## config.mk

```make
export PLATFORM = sky130hd
export DESIGN_NAME = uart_top
export DESIGN_NICKNAME = d
export VERILOG_FILES = /design/src/uart_pkg.sv /design/src/uart_baud_gen.sv /design/src/uart_rx.sv /design/src/uart_tx.sv /design/src/uart_fifo.sv /design/src/uart_axil_ctrl.sv /design/src/uart_top.sv
export SDC_FILE = /design/constraint.sdc
export NUM_CORES = 1
export LEC_CHECK = 0
export BUFFER_PORTS_ARGS = -buffer_cell sky130_fd_sc_hd__buf_2
export CELL_PAD_IN_SITES_DETAIL_PLACEMENT = 0
export CELL_PAD_IN_SITES_GLOBAL_PLACEMENT = 1
export CORE_MARGIN = 10
export CORE_UTILIZATION = 30
export CTS_CLUSTER_SIZE = 20
export DETAILED_ROUTE_END_ITERATION = 10
export GPL_ROUTABILITY_DRIVEN = 0
export PLACE_DENSITY_LB_ADDON = 0.1
export REMOVE_ABC_BUFFERS = 1
export SLEW_MARGIN = 20
export SYNTH_ARGS = -nofsm -noshare
export SYNTH_HDL_FRONTEND = slang
export SYNTH_SLANG_ARGS = --single-unit
```

## constraint.sdc

```tcl
create_clock -name clk -period 3.32 [get_ports clk]
set_input_delay 0.332 -clock clk [delete_from_list [all_inputs] [get_ports clk]]
set_output_delay 0.332 -clock clk [all_outputs]
set_load 0.05 [all_outputs]
```

## src/uart_pkg.sv

```systemverilog
`default_nettype none

package uart_pkg;

    // ------------------------------
    // Register map
    // ------------------------------
    localparam logic [3:0] ADDR_DATA    = 4'h0;
    localparam logic [3:0] ADDR_STATUS  = 4'h4;
    localparam logic [3:0] ADDR_DIVISOR = 4'h8;

    // AXI response codes
    localparam logic [1:0] RESP_OKAY   = 2'b00;
    localparam logic [1:0] RESP_SLVERR = 2'b10;

    // ------------------------------
    // Baud and framing
    // ------------------------------
    localparam int DIV_WIDTH = 16;
    localparam logic [DIV_WIDTH-1:0] DIV_RESET = 16'd4;

    // Ticks per bit
    localparam int OVERSAMPLE = 8;

    // ------------------------------
    // FIFOs
    // ------------------------------
    localparam int FIFO_DEPTH = 8;
    localparam int FIFO_PTR_WIDTH = $clog2(FIFO_DEPTH);

    // Receive FIFO payload
    typedef struct packed {
        logic       brk;
        logic [7:0] data;
    } rx_entry_t;

    // STATUS bit positions
    localparam logic [4:0] RX_EMPTY    = 5'd0;
    localparam logic [4:0] TX_FULL     = 5'd1;
    localparam logic [4:0] TX_BUSY     = 5'd2;
    localparam logic [4:0] FRAMING_ERR = 5'd3;
    localparam logic [4:0] RX_OVERRUN  = 5'd4;

endpackage

`default_nettype wire

```

## src/uart_baud_gen.sv

```systemverilog
`default_nettype none

module uart_baud_gen import uart_pkg::*; (
    input  wire                 clk,
    input  wire                 reset,
    input  wire [DIV_WIDTH-1:0] divisor,
    output logic                tick
);

    logic [DIV_WIDTH-1:0] count;

    // Down counter with a tick on reload
    always_ff @(posedge clk or posedge reset) begin
        if (reset) begin
            count <= '0;
            tick  <= 1'b0;
        end else if (count == '0) begin
            count <= divisor - 1'b1;
            tick  <= 1'b1;
        end else begin
            count <= count - 1'b1;
            tick  <= 1'b0;
        end
    end

    // Control side must never program a zero divisor
    divisor_nonzero: assert property (
        @(posedge clk) disable iff (reset) divisor != '0
    );

endmodule

`default_nettype wire

```

## src/uart_rx.sv

```systemverilog
`default_nettype none

module uart_rx import uart_pkg::*; (
    input  wire       clk,
    input  wire       reset,
    input  wire       tick,
    input  wire       rxd,
    output rx_entry_t entry,
    output logic      push,
    output logic      framing_error
);

    typedef enum logic [1:0] {
        IDLE,
        RECEIVE,
        WAIT_HIGH
    } state_t;

    state_t     state;
    logic [3:0] sync;
    logic [2:0] phase;
    logic [3:0] bit_cnt;
    logic [7:0] shift;
    logic       rx_in;
    logic       start_edge;
    logic       sample;

    // Synchronizer idles high out of reset
    always_ff @(posedge clk or posedge reset) begin
        if (reset) begin
            sync <= '1;
        end else begin
            sync <= {sync[2:0], rxd};
        end
    end

    assign rx_in      = sync[2];
    assign start_edge = (sync[3:2] == 2'b10);
    assign sample     = tick && (phase == 3'(OVERSAMPLE / 2)) && (state == RECEIVE);

    // ------------------------------
    // Frame control
    // ------------------------------
    always_ff @(posedge clk or posedge reset) begin
        if (reset) begin
            state         <= IDLE;
            phase         <= '0;
            bit_cnt       <= '0;
            push          <= 1'b0;
            framing_error <= 1'b0;
        end else begin
            push          <= 1'b0;
            framing_error <= 1'b0;
            case (state)
                IDLE: begin
                    phase   <= '0;
                    bit_cnt <= '0;
                    if (start_edge) begin
                        state <= RECEIVE;
                    end
                end
                RECEIVE: begin
                    if (tick) begin
                        phase <= phase + 3'd1;
                    end
                    if (sample) begin
                        if (bit_cnt == 4'd0 && rx_in) begin
                            // Start bit gone by mid-bit means a glitch
                            state <= IDLE;
                        end else if (bit_cnt == 4'd9) begin
                            if (rx_in) begin
                                push  <= 1'b1;
                                state <= IDLE;
                            end else begin
                                if (shift == 8'h00) begin
                                    push <= 1'b1;
                                end else begin
                                    framing_error <= 1'b1;
                                end
                                state <= WAIT_HIGH;
                            end
                        end else begin
                            bit_cnt <= bit_cnt + 4'd1;
                        end
                    end
                end
                default: begin
                    if (rx_in) begin
                        state <= IDLE;
                    end
                end
            endcase
        end
    end

    // Start bit goes in first and is pushed out by the 8 data bits
    always_ff @(posedge clk) begin
        if (sample) begin
            if (bit_cnt != 4'd9) begin
                shift <= {rx_in, shift[7:1]};
            end else begin
                entry.data <= shift;
                entry.brk  <= !rx_in;
            end
        end
    end

    push_xor_error: assert property (
        @(posedge clk) disable iff (reset) !(push && framing_error)
    );

endmodule

`default_nettype wire

```

## src/uart_tx.sv

```systemverilog
`default_nettype none

module uart_tx import uart_pkg::*; (
    input  wire       clk,
    input  wire       reset,
    input  wire       tick,
    input  wire [7:0] data,
    input  wire       empty,
    output logic      pop,
    output logic      txd,
    output logic      busy
);

    logic [9:0] frame;
    logic [2:0] tick_cnt;
    logic [3:0] bit_cnt;

    // Load strobe doubles as the FIFO pop
    assign pop = tick && !busy && !empty;
    assign txd = frame[0];

    // ------------------------------
    // Frame shifter
    // ------------------------------
    always_ff @(posedge clk or posedge reset) begin
        if (reset) begin
            frame    <= '1;
            tick_cnt <= '0;
            bit_cnt  <= '0;
            busy     <= 1'b0;
        end else if (pop) begin
            // Stop, data LSB first, start
            frame    <= {1'b1, data, 1'b0};
            tick_cnt <= '0;
            bit_cnt  <= '0;
            busy     <= 1'b1;
        end else if (busy && tick) begin
            tick_cnt <= tick_cnt + 3'd1;
            if (tick_cnt == 3'(OVERSAMPLE - 1)) begin
                // Ones fill in behind, so the line idles high after the stop bit
                frame <= {1'b1, frame[9:1]};
                if (bit_cnt == 4'd9) begin
                    busy <= 1'b0;
                end else begin
                    bit_cnt <= bit_cnt + 4'd1;
                end
            end
        end
    end

    // Line stays high whenever no frame is in flight
    idle_high: assert property (
        @(posedge clk) disable iff (reset) !busy |-> txd
    );

endmodule

`default_nettype wire

```

## src/uart_fifo.sv

```systemverilog
`default_nettype none

module uart_fifo import uart_pkg::*; #(
    parameter type item_t = logic [7:0]
) (
    input  wire   clk,
    input  wire   reset,
    input  wire   push,
    input  item_t push_item,
    input  wire   pop,
    output item_t head,
    output logic  empty,
    output logic  full
);

    item_t mem [FIFO_DEPTH];

    // Pointers carry one extra wrap bit
    logic [FIFO_PTR_WIDTH:0] wr_ptr;
    logic [FIFO_PTR_WIDTH:0] rd_ptr;
    logic [FIFO_PTR_WIDTH:0] occupancy;
    logic                    do_push;
    logic                    do_pop;

    assign empty = (wr_ptr == rd_ptr);
    assign full  = (wr_ptr[FIFO_PTR_WIDTH] != rd_ptr[FIFO_PTR_WIDTH]) &&
                   (wr_ptr[FIFO_PTR_WIDTH-1:0] == rd_ptr[FIFO_PTR_WIDTH-1:0]);

    assign do_push   = push && !full;
    assign do_pop    = pop && !empty;
    assign occupancy = wr_ptr - rd_ptr;

    assign head = mem[rd_ptr[FIFO_PTR_WIDTH-1:0]];

    always_ff @(posedge clk) begin
        if (do_push) begin
            mem[wr_ptr[FIFO_PTR_WIDTH-1:0]] <= push_item;
        end
    end

    always_ff @(posedge clk or posedge reset) begin
        if (reset) begin
            wr_ptr <= '0;
            rd_ptr <= '0;
        end else begin
            if (do_push) begin
                wr_ptr <= wr_ptr + 1'b1;
            end
            if (do_pop) begin
                rd_ptr <= rd_ptr + 1'b1;
            end
        end
    end

    occupancy_bound: assert property (
        @(posedge clk) disable iff (reset) occupancy <= (FIFO_PTR_WIDTH + 1)'(FIFO_DEPTH)
    );

endmodule

`default_nettype wire

```

## src/uart_axil_ctrl.sv

```systemverilog
`default_nettype none

module uart_axil_ctrl import uart_pkg::*; (
    input  wire                  clk,
    input  wire                  reset,

    input  wire [3:0]            awaddr,
    input  wire                  awvalid,
    output logic                 awready,
    input  wire [31:0]           wdata,
    input  wire                  wvalid,
    output logic                 wready,
    output logic [1:0]           bresp,
    output logic                 bvalid,
    input  wire                  bready,
    input  wire [3:0]            araddr,
    input  wire                  arvalid,
    output logic                 arready,
    output logic [31:0]          rdata,
    output logic [1:0]           rresp,
    output logic                 rvalid,
    input  wire                  rready,

    output logic                 tx_push,
    output logic [7:0]           tx_byte,
    input  wire                  tx_full,
    input  wire                  tx_busy,
    input  rx_entry_t            rx_head,
    input  wire                  rx_empty,
    input  wire                  rx_full,
    output logic                 rx_pop,
    input  wire                  rx_push,
    input  wire                  framing_error,
    output logic [DIV_WIDTH-1:0] divisor
);

    logic        wr_fire;
    logic        rd_fire;
    logic [1:0]  wr_resp;
    logic [1:0]  rd_resp;
    logic [31:0] rd_word;
    logic [31:0] status_word;
    logic        framing_err_q;
    logic        overrun_q;

    // ------------------------------
    // Handshakes
    // ------------------------------
    // Address and data are taken together
    assign awready = awvalid && wvalid && !bvalid;
    assign wready  = awvalid && wvalid && !bvalid;
    assign arready = arvalid && !rvalid;
    assign wr_fire = awready;
    assign rd_fire = arready;

    assign tx_push = wr_fire && (awaddr == ADDR_DATA) && !tx_full;
    assign tx_byte = wdata[7:0];
    assign rx_pop  = rd_fire && (araddr == ADDR_DATA) && !rx_empty;

    always_comb begin
        status_word              = '0;
        status_word[RX_EMPTY]    = rx_empty;
        status_word[TX_FULL]     = tx_full;
        status_word[TX_BUSY]     = tx_busy;
        status_word[FRAMING_ERR] = framing_err_q;
        status_word[RX_OVERRUN]  = overrun_q;
    end

    always_comb begin
        wr_resp = RESP_OKAY;
        case (awaddr)
            ADDR_DATA:    wr_resp = tx_full ? RESP_SLVERR : RESP_OKAY;
            ADDR_STATUS:  wr_resp = RESP_OKAY;
            ADDR_DIVISOR: wr_resp = RESP_OKAY;
            default:      wr_resp = RESP_SLVERR;
        endcase
    end

    always_comb begin
        rd_word = '0;
        rd_resp = RESP_OKAY;
        case (araddr)
            ADDR_DATA: begin
                if (!rx_empty) begin
                    rd_word[$bits(rx_entry_t)-1:0] = rx_head;
                end
            end
            ADDR_STATUS:  rd_word = status_word;
            ADDR_DIVISOR: rd_word[DIV_WIDTH-1:0] = divisor;
            default:      rd_resp = RESP_SLVERR;
        endcase
    end

    // ------------------------------
    // Registers and channel state
    // ------------------------------
    always_ff @(posedge clk or posedge reset) begin
        if (reset) begin
            bvalid        <= 1'b0;
            rvalid        <= 1'b0;
            divisor       <= DIV_RESET;
            framing_err_q <= 1'b0;
            overrun_q     <= 1'b0;
        end else begin
            if (wr_fire) begin
                bvalid <= 1'b1;
            end else if (bready) begin
                bvalid <= 1'b0;
            end
            if (rd_fire) begin
                rvalid <= 1'b1;
            end else if (rready) begin
                rvalid <= 1'b0;
            end

            // A zero divisor would stop the tick, so it is not taken
            if (wr_fire && awaddr == ADDR_DIVISOR && wdata[DIV_WIDTH-1:0] != '0) begin
                divisor <= wdata[DIV_WIDTH-1:0];
            end

            // Write one to clear
            if (wr_fire && awaddr == ADDR_STATUS) begin
                if (wdata[FRAMING_ERR]) begin
                    framing_err_q <= 1'b0;
                end
                if (wdata[RX_OVERRUN]) begin
                    overrun_q <= 1'b0;
                end
            end
            // A new event wins over a clear
            if (framing_error) begin
                framing_err_q <= 1'b1;
            end
            if (rx_push && rx_full) begin
                overrun_q <= 1'b1;
            end
        end
    end

    always_ff @(posedge clk) begin
        if (wr_fire) begin
            bresp <= wr_resp;
        end
        if (rd_fire) begin
            rdata <= rd_word;
            rresp <= rd_resp;
        end
    end

    bvalid_held: assert property (
        @(posedge clk) disable iff (reset) bvalid && !bready |=> bvalid && $stable(bresp)
    );

endmodule

`default_nettype wire

```

## src/uart_top.sv

```systemverilog
`default_nettype none

module uart_top import uart_pkg::*; (
    input  wire         clk,
    input  wire         reset,

    input  wire [3:0]   awaddr,
    input  wire         awvalid,
    output logic        awready,
    input  wire [31:0]  wdata,
    input  wire         wvalid,
    output logic        wready,
    output logic [1:0]  bresp,
    output logic        bvalid,
    input  wire         bready,
    input  wire [3:0]   araddr,
    input  wire         arvalid,
    output logic        arready,
    output logic [31:0] rdata,
    output logic [1:0]  rresp,
    output logic        rvalid,
    input  wire         rready,

    input  wire         rxd,
    output logic        txd
);

    logic                 tick;
    logic [DIV_WIDTH-1:0] divisor;
    rx_entry_t            rx_entry;
    rx_entry_t            rx_head;
    logic                 rx_push;
    logic                 rx_pop;
    logic                 rx_empty;
    logic                 rx_full;
    logic                 framing_error;
    logic                 tx_push;
    logic [7:0]           tx_byte;
    logic [7:0]           tx_head;
    logic                 tx_pop;
    logic                 tx_empty;
    logic                 tx_full;
    logic                 tx_busy;

    uart_axil_ctrl ctrl (
        .clk           (clk),
        .reset         (reset),
        .awaddr        (awaddr),
        .awvalid       (awvalid),
        .awready       (awready),
        .wdata         (wdata),
        .wvalid        (wvalid),
        .wready        (wready),
        .bresp         (bresp),
        .bvalid        (bvalid),
        .bready        (bready),
        .araddr        (araddr),
        .arvalid       (arvalid),
        .arready       (arready),
        .rdata         (rdata),
        .rresp         (rresp),
        .rvalid        (rvalid),
        .rready        (rready),
        .tx_push       (tx_push),
        .tx_byte       (tx_byte),
        .tx_full       (tx_full),
        .tx_busy       (tx_busy),
        .rx_head       (rx_head),
        .rx_empty      (rx_empty),
        .rx_full       (rx_full),
        .rx_pop        (rx_pop),
        .rx_push       (rx_push),
        .framing_error (framing_error),
        .divisor       (divisor)
    );

    uart_baud_gen baud_gen (
        .clk     (clk),
        .reset   (reset),
        .divisor (divisor),
        .tick    (tick)
    );

    uart_rx rx (
        .clk           (clk),
        .reset         (reset),
        .tick          (tick),
        .rxd           (rxd),
        .entry         (rx_entry),
        .push          (rx_push),
        .framing_error (framing_error)
    );

    uart_fifo #(.item_t(rx_entry_t)) rx_fifo (
        .clk       (clk),
        .reset     (reset),
        .push      (rx_push),
        .push_item (rx_entry),
        .pop       (rx_pop),
        .head      (rx_head),
        .empty     (rx_empty),
        .full      (rx_full)
    );

    uart_fifo #(.item_t(logic [7:0])) tx_fifo (
        .clk       (clk),
        .reset     (reset),
        .push      (tx_push),
        .push_item (tx_byte),
        .pop       (tx_pop),
        .head      (tx_head),
        .empty     (tx_empty),
        .full      (tx_full)
    );

    uart_tx tx (
        .clk   (clk),
        .reset (reset),
        .tick  (tick),
        .data  (tx_head),
        .empty (tx_empty),
        .pop   (tx_pop),
        .txd   (txd),
        .busy  (tx_busy)
    );

endmodule

`default_nettype wire

```

Yosys cells after proc, flatten, opt, wreduce, memory -nomap -nowiden
Memories as Yosys holds them, arrays and structs flattened.
Index checks and enable logic that the tools add are counted.
{"block": "word_totals", "latch_bits": 0, "rom_bits": 0, "output_inout_bits": 42, "ramBits": 136, "elab_cells": 185, "mem_count": 2, "regBits": 123}
{"block": "classes", "eq_ne": 24, "multipliers": 0, "n_bitwise": 1, "div_mod_pow": 0, "shifts": 0, "order_cmp": 0, "addsub": 10, "mux": 59, "n_reduce_logical": 61}
{"memory": "rx_fifo.mem", "words": 8, "width": 9, "read_ports": 1, "rd_ports_with_merged_regs": 0, "write_ports": 1, "line_no": "uart_fifo.sv:16", "rtl": "item_t mem [FIFO_DEPTH];"}
{"memory": "tx_fifo.mem", "words": 8, "width": 8, "read_ports": 1, "rd_ports_with_merged_regs": 0, "write_ports": 1, "line_no": "uart_fifo.sv:16"}
{"op": "16-bit by 1-bit subtractor with 16-bit output (second input constant)", "n": 2}
{"op": "1-bit 2-to-1 mux", "n": 31}
{"op": "10-bit 2-to-1 mux", "n": 3}
{"op": "4-bit 2-to-1 mux", "n": 7}
{"op": "9-bit one-hot mux with 3 select lines", "n": 1}
{"op": "4-bit by 1-bit adder with 4-bit output (second input constant)", "n": 6}
{"op": "1-bit logical AND", "n": 23}
{"op": "2-bit nonzero test", "n": 10}
{"op": "4-bit equality test (second input constant)", "n": 4}
{"op": "16-bit zero test", "n": 1}
{"op": "16-bit 2-to-1 mux", "n": 1}
{"op": "2-bit 2-to-1 mux", "n": 8}
{"op": "16-bit nonzero test", "n": 1}
{"op": "4-bit zero test", "n": 3}
{"op": "2-bit AND reduction", "n": 6}
{"op": "3-bit 2-to-1 mux", "n": 3}
{"op": "9-bit 2-to-1 mux", "n": 1}
{"op": "4-bit by 3-bit equality test with 1-bit output (second input constant)", "n": 2}
{"op": "4-bit equality test", "n": 2}
{"op": "1-bit zero test", "n": 8}
{"op": "8-bit zero test", "n": 1}
{"op": "2-bit inequality test (second input constant)", "n": 4}
{"op": "2-bit one-hot mux with 2 select lines", "n": 2}
{"op": "4-bit one-hot mux with 2 select lines", "n": 1}
{"op": "other kinds (17)", "n": 24}

Logic depth before layout (Yosys ltp)
Gate-level depths: netlist of the first run.
{"block": "depth", "ltp_word": 7, "mapped_depth": 12, "ltp_nobuf": 11}

Modules after synthesis
From an unflattened synthesis of the first run, not the netlist that was laid out.
{"block": "unflattened", "hier_cells": 769, "hier_area_um2": 11669.9}
{"module": "uart_fifo (rx_fifo)", "seq_area_each_um2": 2362.3, "n_inst": 1, "cells_each": 160, "area_each_um2": 3350.7}
{"module": "uart_fifo (tx_fifo)", "seq_area_each_um2": 2122.0, "n_inst": 1, "cells_each": 152, "area_each_um2": 3056.7}
{"module": "uart_axil_ctrl", "seq_area_each_um2": 1042.2, "n_inst": 1, "cells_each": 137, "area_each_um2": 1871.8}
{"module": "uart_rx", "seq_area_each_um2": 890.9, "n_inst": 1, "cells_each": 91, "area_each_um2": 1291.2}
{"module": "uart_baud_gen", "seq_area_each_um2": 425.4, "n_inst": 1, "cells_each": 139, "area_each_um2": 1227.4}
{"module": "uart_tx", "seq_area_each_um2": 436.7, "n_inst": 1, "cells_each": 90, "area_each_um2": 872.1}

Worst setup path after synthesis of the first run
Ideal clock, no wire load.
{"block": "synth_path", "path_kind": "register -> register", "start": "reg ctrl.rvalid", "end": "reg rx_fifo.rd_ptr[1]", "path_stages_with_launch": 4, "arrival_ns": 2.882, "path_slack_ns": 0.313, "required_ns": 3.195, "cell_sequence": "dfrtp_1 -> nor2b_1 -> nor2b_2 -> mux2_2"}
{"block": "synth_between", "elab_chain_len": 5}
{"element": "start, declared", "line_no": "uart_axil_ctrl.sv:21", "rtl": "output logic rvalid,"}
{"element": "start signal, assigned", "line_no": "uart_axil_ctrl.sv:100", "rtl": "rvalid <= 1'b0;"}
{"element": "start signal, assigned", "line_no": "uart_axil_ctrl.sv:111", "rtl": "rvalid <= 1'b1;"}
{"element": "start signal, assigned", "line_no": "uart_axil_ctrl.sv:113", "rtl": "rvalid <= 1'b0;"}
{"element": "1-bit zero test", "line_no": "uart_axil_ctrl.sv:52", "rtl": "assign arready = arvalid && !rvalid;"}
{"element": "1-bit logical AND", "line_no": "uart_axil_ctrl.sv:52"}
{"element": "net arready", "line_no": "uart_top.sv:18", "rtl": "output logic arready,"}
{"element": "1-bit logical AND (2 in series)", "line_no": "uart_axil_ctrl.sv:58", "rtl": "assign rx_pop = rd_fire && (araddr == ADDR_DATA) && !rx_empty;"}
{"element": "1-bit logical AND", "line_no": "uart_fifo.sv:30", "rtl": "assign do_pop = pop && !empty;"}
{"element": "end signal, assigned", "line_no": "uart_fifo.sv:50", "rtl": "rd_ptr <= rd_ptr + 1'b1;"}
{"element": "end, declared", "line_no": "uart_fifo.sv:20", "rtl": "logic [FIFO_PTR_WIDTH:0] rd_ptr;"}
The timed path passes the listed nets, and every way through them passes these cells.
A chain may end at the register's enable or synchronous reset.

Final worst setup path of the first run
{"block": "layout_path", "start": "reg baud_gen.count[7]", "end": "reg baud_gen.count[4]"}
{"block": "layout_between", "elab_chain_len": 2}
{"element": "start, declared", "line_no": "uart_baud_gen.sv:10", "rtl": "logic [DIV_WIDTH-1:0] count;"}
{"element": "start signal, assigned", "line_no": "uart_baud_gen.sv:18", "rtl": "count <= divisor - 1'b1;"}
{"element": "start signal, assigned", "line_no": "uart_baud_gen.sv:21", "rtl": "count <= count - 1'b1;"}
{"element": "16-bit zero test", "line_no": "uart_baud_gen.sv:17", "rtl": "end else if (count == '0) begin"}
{"element": "16-bit 2-to-1 mux", "line_no": "uart_baud_gen.sv:17"}
No other way between the ends.

==> results of run 1 <==
critical path, cell delays in order (launching register included):
cell      delay [ns]
dfrtp_1         0.45
nor4_1          0.11
and4_2          0.28
nand2_4         0.11
clkinv_2        0.21
a21oi_1         0.27
ha_1            0.26
or3b_2          0.51
o21ai_0         0.19
nand2_1         0.07
a22oi_1         0.14
o31ai_1         0.10
area by class of cell:
class | count | area, um2 | area share, %
Inverter | 18 | 71.3 | 0.556
Clock buffer | 41 | 823 | 6.42
Sequential cell | 256 | 7280 | 56.8
Antenna cell | 1 | 2.50 | 0.0195
Clock inverter | 15 | 146 | 1.14
Tap cell | 461 | 577 | 4.50
Timing Repair Buffer | 93 | 571 | 4.45
Multi-Input combinational cell | 417 | 3350 | 26.1
synthesized netlist by cell type, types with 10 or more instances:
cell type  count  share of area, %
nor4_1        10              0.57
nand3_1       13              0.60
dfstp_2       14               3.4
nor3_1        16              0.74
xor2_1        13               1.0
o21ai_0       18              0.83
nand2_1       39               1.3
a21oi_1       20              0.92
inv_1         17              0.59
edfxtp_1     171                47
ha_1          14               1.6
buf_4         21               1.4
mux4_2        34               7.0
dfrtp_1       71                16
nand2b_1      10              0.57
nand4_1       10              0.57
mux2i_1       20               1.8
xnor2_1       20               1.6
nor2_1        48               1.7
mux2_2        17               1.8
repair_timing:
action / 4_1_cts / 5_1_grt
hold buffers: 4 / 0
endpoints found under the hold margin: 53 / 0
setup endpoints to repair: 0 / 0
power by group through the flow:
stage	combinational (mW)	sequential (mW)	clock [mW]
2_1_floorplan	0.322	3.76	0
3_3_place_gp	0.526	3.75	0
3_5_place_dp	0.533	3.75	0
4_1_cts	0.538	3.69	3.30
5_1_grt	0.589	3.71	3.43
6_report	0.531	3.69	3.20
layer usage:
layer  share of wire, %  vias to the layer above  global-route usage [%]
met5              0.081                        -                       0
met4                2.4                        4                    3.22
met3                5.1                       43                    2.30
met2                 45                      134                    18.3
met1                 47                     3136                    16.4
li1                   -                     2907                       -
worst paths after layout:
kind	startpoint	end	slack [ns]	cells past startpoint
setup / recovery	baud_gen.count[7]	baud_gen.count[4]	0.48	11
hold / removal	wdata[10]	ctrl.divisor[10]	0.04	2
setup reg to reg	baud_gen.count[7]	baud_gen.count[4]	0.48	11
hold reg to reg	rx.sync[1]	rx.sync[2]	0.35	0
max in group asynchronous	reset	tx.frame[8]	2.03	4
min in group asynchronous	reset	baud_gen.count[14]	0.49	3
sequential cells by signal (all words and copies together), names as in the netlist, 8 cells and up:
signal and count:
baud_gen.count 16, ctrl.divisor 16, ctrl.rdata 16, rx.entry 9, rx.shift 8, rx_fifo.mem 72, tx.frame 9, tx_fifo.mem 64
metrics by stage:
step | hold WS [ns] | cell area (um2) | worst slack (ns) | utilization [%]
4_1_cts | 0.00633 | 12800 | 0.476 | 35.9
3_5_place_dp | 0.347 | 11800 | 0.502 | 33.1
2_1_floorplan | 0.336 | 10700 | 0.313 | -
5_1_grt | 0.0252 | 12800 | 0.255 | 35.9
3_3_place_gp | 0.346 | 11800 | 0.485 | 33.1
6_report | 0.0363 | 12800 | 0.481 | 35.9
cell families (layout without fill, tap and decap cells):
logic type      after synthesis  count (layout)  share of synthesized area [%]
mux                          71              71                           10.6
buf+inv                      60             167                           2.97
simple gates                188             188                           9.21
flops                       256             256                           66.9
fa+ha+maj                    14              14                           1.61
other cells                   1              19                         0.0345
xor+xnor                     33              33                           2.66
compound gates               93              93                           6.00
layout by cell type, fill, tap and decap left out, drive strengths merged, types with 10 or more instances in the layout:
| cell type | Yosys | layout |
|---|---|---|
| clkinv | 1 | 11 |
| ha | 14 | 14 |
| xnor2 | 20 | 20 |
| dfstp | 14 | 14 |
| dfrtp | 71 | 71 |
| nand4 | 10 | 10 |
| mux2i | 20 | 20 |
| mux2 | 17 | 17 |
| a21oi | 20 | 20 |
| nor4 | 13 | 13 |
| clkbuf | 9 | 41 |
| o21ai | 19 | 19 |
| xor2 | 13 | 13 |
| nand2b | 10 | 10 |
| mux4 | 34 | 34 |
| buf | 33 | 89 |
| conb | 1 | 18 |
| edfxtp | 171 | 171 |
| inv | 17 | 18 |
| nor3 | 18 | 18 |
| nand2 | 41 | 41 |
| nand3 | 13 | 13 |
| nor2 | 48 | 48 |
==> metrics.txt, run 1 <==
number of port buffers=55; critical path class=flip-flop to flip-flop; area overhead of the layout relative to synthesis=17.8%; CTS tree=built; WP data required=3.73 ns; sequential share of power=49.7%; post-layout min period=2.84 ns; leakage=4.64 nW; maximum resistive drop on vdd=486 uV; GRT Util Overall=11.8%; Fin. Hold Viols=0; data arrival time of the critical path=3.25 ns; filler cell count=3,432; Yosys warnings=0; CTS Sinks=256; part of the Yosys area used for sequential elements=66.9%; Achievable Freq=352 MHz; cell-internal power=5.66 mW; Placed Cells incl. Taps=1,241; net switching fraction of the power=23.7%; Synth Register Bits=256; power density normalized to cell area=579 mW/mm2; Final Setup Violations=0; number of gates given a new drive strength after cts=0; global-route wire length before repair=40,400 um; final cell count without fillers=1,302; via count of the first global-routing pass=6,642; buffers from clock root to sink, at most=3; die height=210 um; Syn Std Cell Area=0.0109 mm2; unrepaired setup endpoints after global routing=no; endpoint class of the critical path=flip-flop; relative max-transition margin=46.6%; htree depth=1; CTS clk-pin slew, worst paths=0.06 ns; Remaining DRCs=0; DRC marker count from the first detailed-route iteration=404; # rows=69; proportion of layout cells with a drive suffix above 1=25.5%; worst min path class=input pin to flip-flop; fraction of power consumed by combinational cells=7.2%; Num CTS Buffers=30; via count=6,224; count of flip-flops with a built-in enable after synthesis=171; horizontal die dimension=210 um; io pins=90; Initial Utilization=30.5%; max-cap violation count=0; transition time at the pin with the least slew margin=0.799 ns; final cycle utilization of the critical path=85.5%; estimated wirelength of the detail-placed design=18,100 um; run status=completed; pin count of the biggest net entering global routing=54; DR vias/cell=4.78; overall power consumption=7.42 mW; peak fanout along the critical path=15; total grt overflow=0; net switching power figure=1.76 mW; final routed wire length divided by cell count=20.0 um; number of iterations in the first detailed-routing pass=4; clock latency on the worst-skew pair=0.54 ns; mean instance size in the synthesized netlist=15.2 um2; total negative setup slack=0 ns; Placeable Area=0.0357 mm2; setup skew after layout=0.0105 ns; remaining number of nets flagged by the antenna check after routing=0; clock tree root buffer cell=clkbuf_16; Die Area=0.0443 mm2; critical path launch point type=flip-flop; final max-slew violation count=0; total wire length=26,000 um; Synth async-reset ratio=33.2%; antenna violations before repair=2; clock network fraction of design power=43.1%; post-CTS setup-driven buffer insertion count=0; Synth cell types=70; post-synthesis cell count=716; final-stage net count=878; main flop type after synthesis=edfxtp_1
(Power assumes the default switching activity.)
==> inputs of run 2 (changes only) <==
Settings changed: ABC_AREA from default to 1.
==> run 2 against run 1 <==
Effect of this change:
- register-to-register slack improved by 0.61 ns
- wire length increased by 7.1%
- clock power shrank 2%
- critical path type unchanged
==> metrics.txt, run 2 <==
run status=completed; antenna violations before repair=0; Antenna diodes=0; smallest setup slack after layout=1.09 ns; remaining number of nets flagged by the antenna check after routing=0; critical path class=flip-flop to flip-flop; DRC marker count from the first detailed-route iteration=410; worst min-delay path endpoint=ctrl.divisor[11]; dpl ws=0.564 ns; reg2reg end=tx_fifo.mem[5][4]; Sequential cell area=0.00728 mm2; commonest non-fill, non-tap cell in the layout=nand2_1; total wire length=27,800 um; Syn Std Cell Area=0.0112 mm2; die height=213 um; maximum resistive drop on vdd=401 uV; relative max-transition margin=44.7%; post-layout min period=2.23 ns; final-stage net count=1,184; Hold WS=0.0353 ns; max-cap violation count=0; worst min path class=input pin to flip-flop; Synth cell types=47; CTS Sinks=256; via count of the first global-routing pass=7,204; CTS tree=built; Final Util=35.6%; crit-path cells=nand2_1 -> nand4_1 -> nor2_2 -> nand2_1 -> nand2_1 -> nor2_1 -> inv_1 -> nor3_2; final routed wire length divided by cell count=17.3 um; cell type of the slowest stage on the worst timing path=dfrtp_1; final instance area=0.0131 mm2; placed cell area=0.0121 mm2; main flop type after synthesis=edfxtp_1; # rows=70; Fin. Hold Viols=0; part of the Yosys area used for sequential elements=65.0%; DR vias/cell=4.51; proportion of layout cells with a drive suffix above 1=16.8%; area of the multi-input gates=0.00331 mm2; Initial Utilization=30.5%; number of iterations in the first detailed-routing pass=5; Placeable Area=0.0367 mm2; CTS clk-pin slew, worst paths=0.06 ns; Synth Register Bits=256; estimated wirelength of the detail-placed design=18,900 um; endpoint class of the critical path=flip-flop; synth cell count leaders=nand2_1, edfxtp_1, nor2_1; Placed Cells incl. Taps=1,551; total grt overflow=0; WP data required=3.51 ns; unrepaired setup endpoints after global routing=no; R2R Setup Slk=1.09 ns; Final Setup Violations=0; pin count of the biggest net entering global routing=46; Synth async-reset ratio=33.2%; Remaining DRCs=0; clock latency on the worst-skew pair=0.57 ns; post-synthesis cell count=1,032; worst stage delay on the critical path=0.59 ns; final cell count without fillers=1,614; Worst Reg-to-Reg Cells=8; Achievable Freq=448 MHz; filler cell count=3,694; clock tree root buffer cell=clkbuf_16; horizontal die dimension=213 um; count of flip-flops with a built-in enable after synthesis=171; overall power consumption=7.94 mW; GRT Util Overall=12.3%; mean instance size in the synthesized netlist=10.8 um2; via count=7,278; setup skew after layout=0.0250 ns; final cycle utilization of the critical path=67.3%; number of gates given a new drive strength after cts=0; share of the synthesized area in the top cell type=45.9%; critical path launch point type=flip-flop; global-route wire length before repair=43,100 um; most frequent CP cell=nand2_1; htree depth=1; reg-to-reg startpoint=tx_fifo.rd_ptr[1]; Num CTS Buffers=30; leakage=5.28 nW; total negative setup slack=0 ns; final max-slew violation count=0; area overhead of the layout relative to synthesis=16.8%; io pins=90; cell type contributing the most total cell area after synthesis=edfxtp_1; max reg flops=72; peak fanout along the critical path=12; cell with the most instances after synthesis=nand2_1; power density normalized to cell area=607 mW/mm2; Yosys warnings=0; Die Area=0.0454 mm2; commonest non-fill, non-tap cells in the layout=nand2_1, edfxtp_1, nor2_1; number of port buffers=55; worst hold path depth=3; buffers from clock root to sink, at most=3; top cells by area in the synthesized netlist=edfxtp_1, dfrtp_1, nand2_1, o21ai_0, nor2_1; data arrival time of the critical path=2.42 ns; start point of the worst min-delay path=wdata[11]; transition time at the pin with the least slew margin=0.823 ns
run 2: changes by cell type in the layout (fill, tap and decap cells not counted), sizes merged, moves of 17 or more:
cell   delta
o21ai    +67
mux2i    -20
nor2     +76
inv      +83
mux4     -34
nand3    +41
nand2   +176
mux2     -17
run 2: power breakdown:
| part | internal [mW] | switching (mW) |
|---|---|---|
| combinational | 0.343 | 0.825 |
| clock | 1.83 | 1.32 |
| sequential | 3.52 | 0.100 |
| total | 5.69 | 2.24 |
run 2: per-layer routing:
metal / track usage [%] / vias up / routed length [um]
met4: 3.13 / 0 / 624
met1: 16.8 / 3480 / 13300
li1: - / 3655 / -
met5: 0 / - / 0
met3: 2.17 / 38 / 1010
met2: 19.7 / 105 / 12900
run 2: timing repair:
action,in CTS,in global routing
endpoints found under the hold margin,35,0
setup buffers,0,0
hold buffers,7,0
run 2: worst max path at each step:
| stage | start | to | cells past startpoint |
|---|---|---|---|
| 3_5_place_dp | awaddr[1] | tx_fifo.mem[4][3] | 7 |
| 4_1_cts | tx_fifo.rd_ptr[1] | tx_fifo.mem[4][4] | 6 |
| 5_1_grt | tx_fifo.rd_ptr[1] | tx_fifo.mem[5][6] | 9 |
| 3_3_place_gp | awaddr[1] | tx_fifo.mem[5][4] | 9 |
| 6_report | tx_fifo.rd_ptr[1] | tx_fifo.mem[5][4] | 8 |
| 2_1_floorplan | ctrl.bvalid | ctrl.divisor[2] | 5 |
run 2: area by class of cell:
class / count / share of cell area, %
Sequential cell: 256 / 55.7
Multi-Input combinational cell: 640 / 25.3
Clock buffer: 43 / 6.42
Tap cell: 468 / 4.48
Timing Repair Buffer: 92 / 4.36
Inverter: 102 / 2.98
Clock inverter: 13 / 0.794
run 2: kinds of logic after synthesis:
family          share of synthesized area (%)
xor+xnor                                 2.18
flops                                    65.0
buf+inv                                  6.13
compound gates                           7.81
fa+ha+maj                                1.57
other cells                            0.0335
simple gates                             17.2
run 2: critical path: cells and delay by family, from the launching register on:
family                 cells  cell delay, ns
buffers and inverters      1            0.10
DFF                        1            0.59
and+or+nand+nor            7            1.17
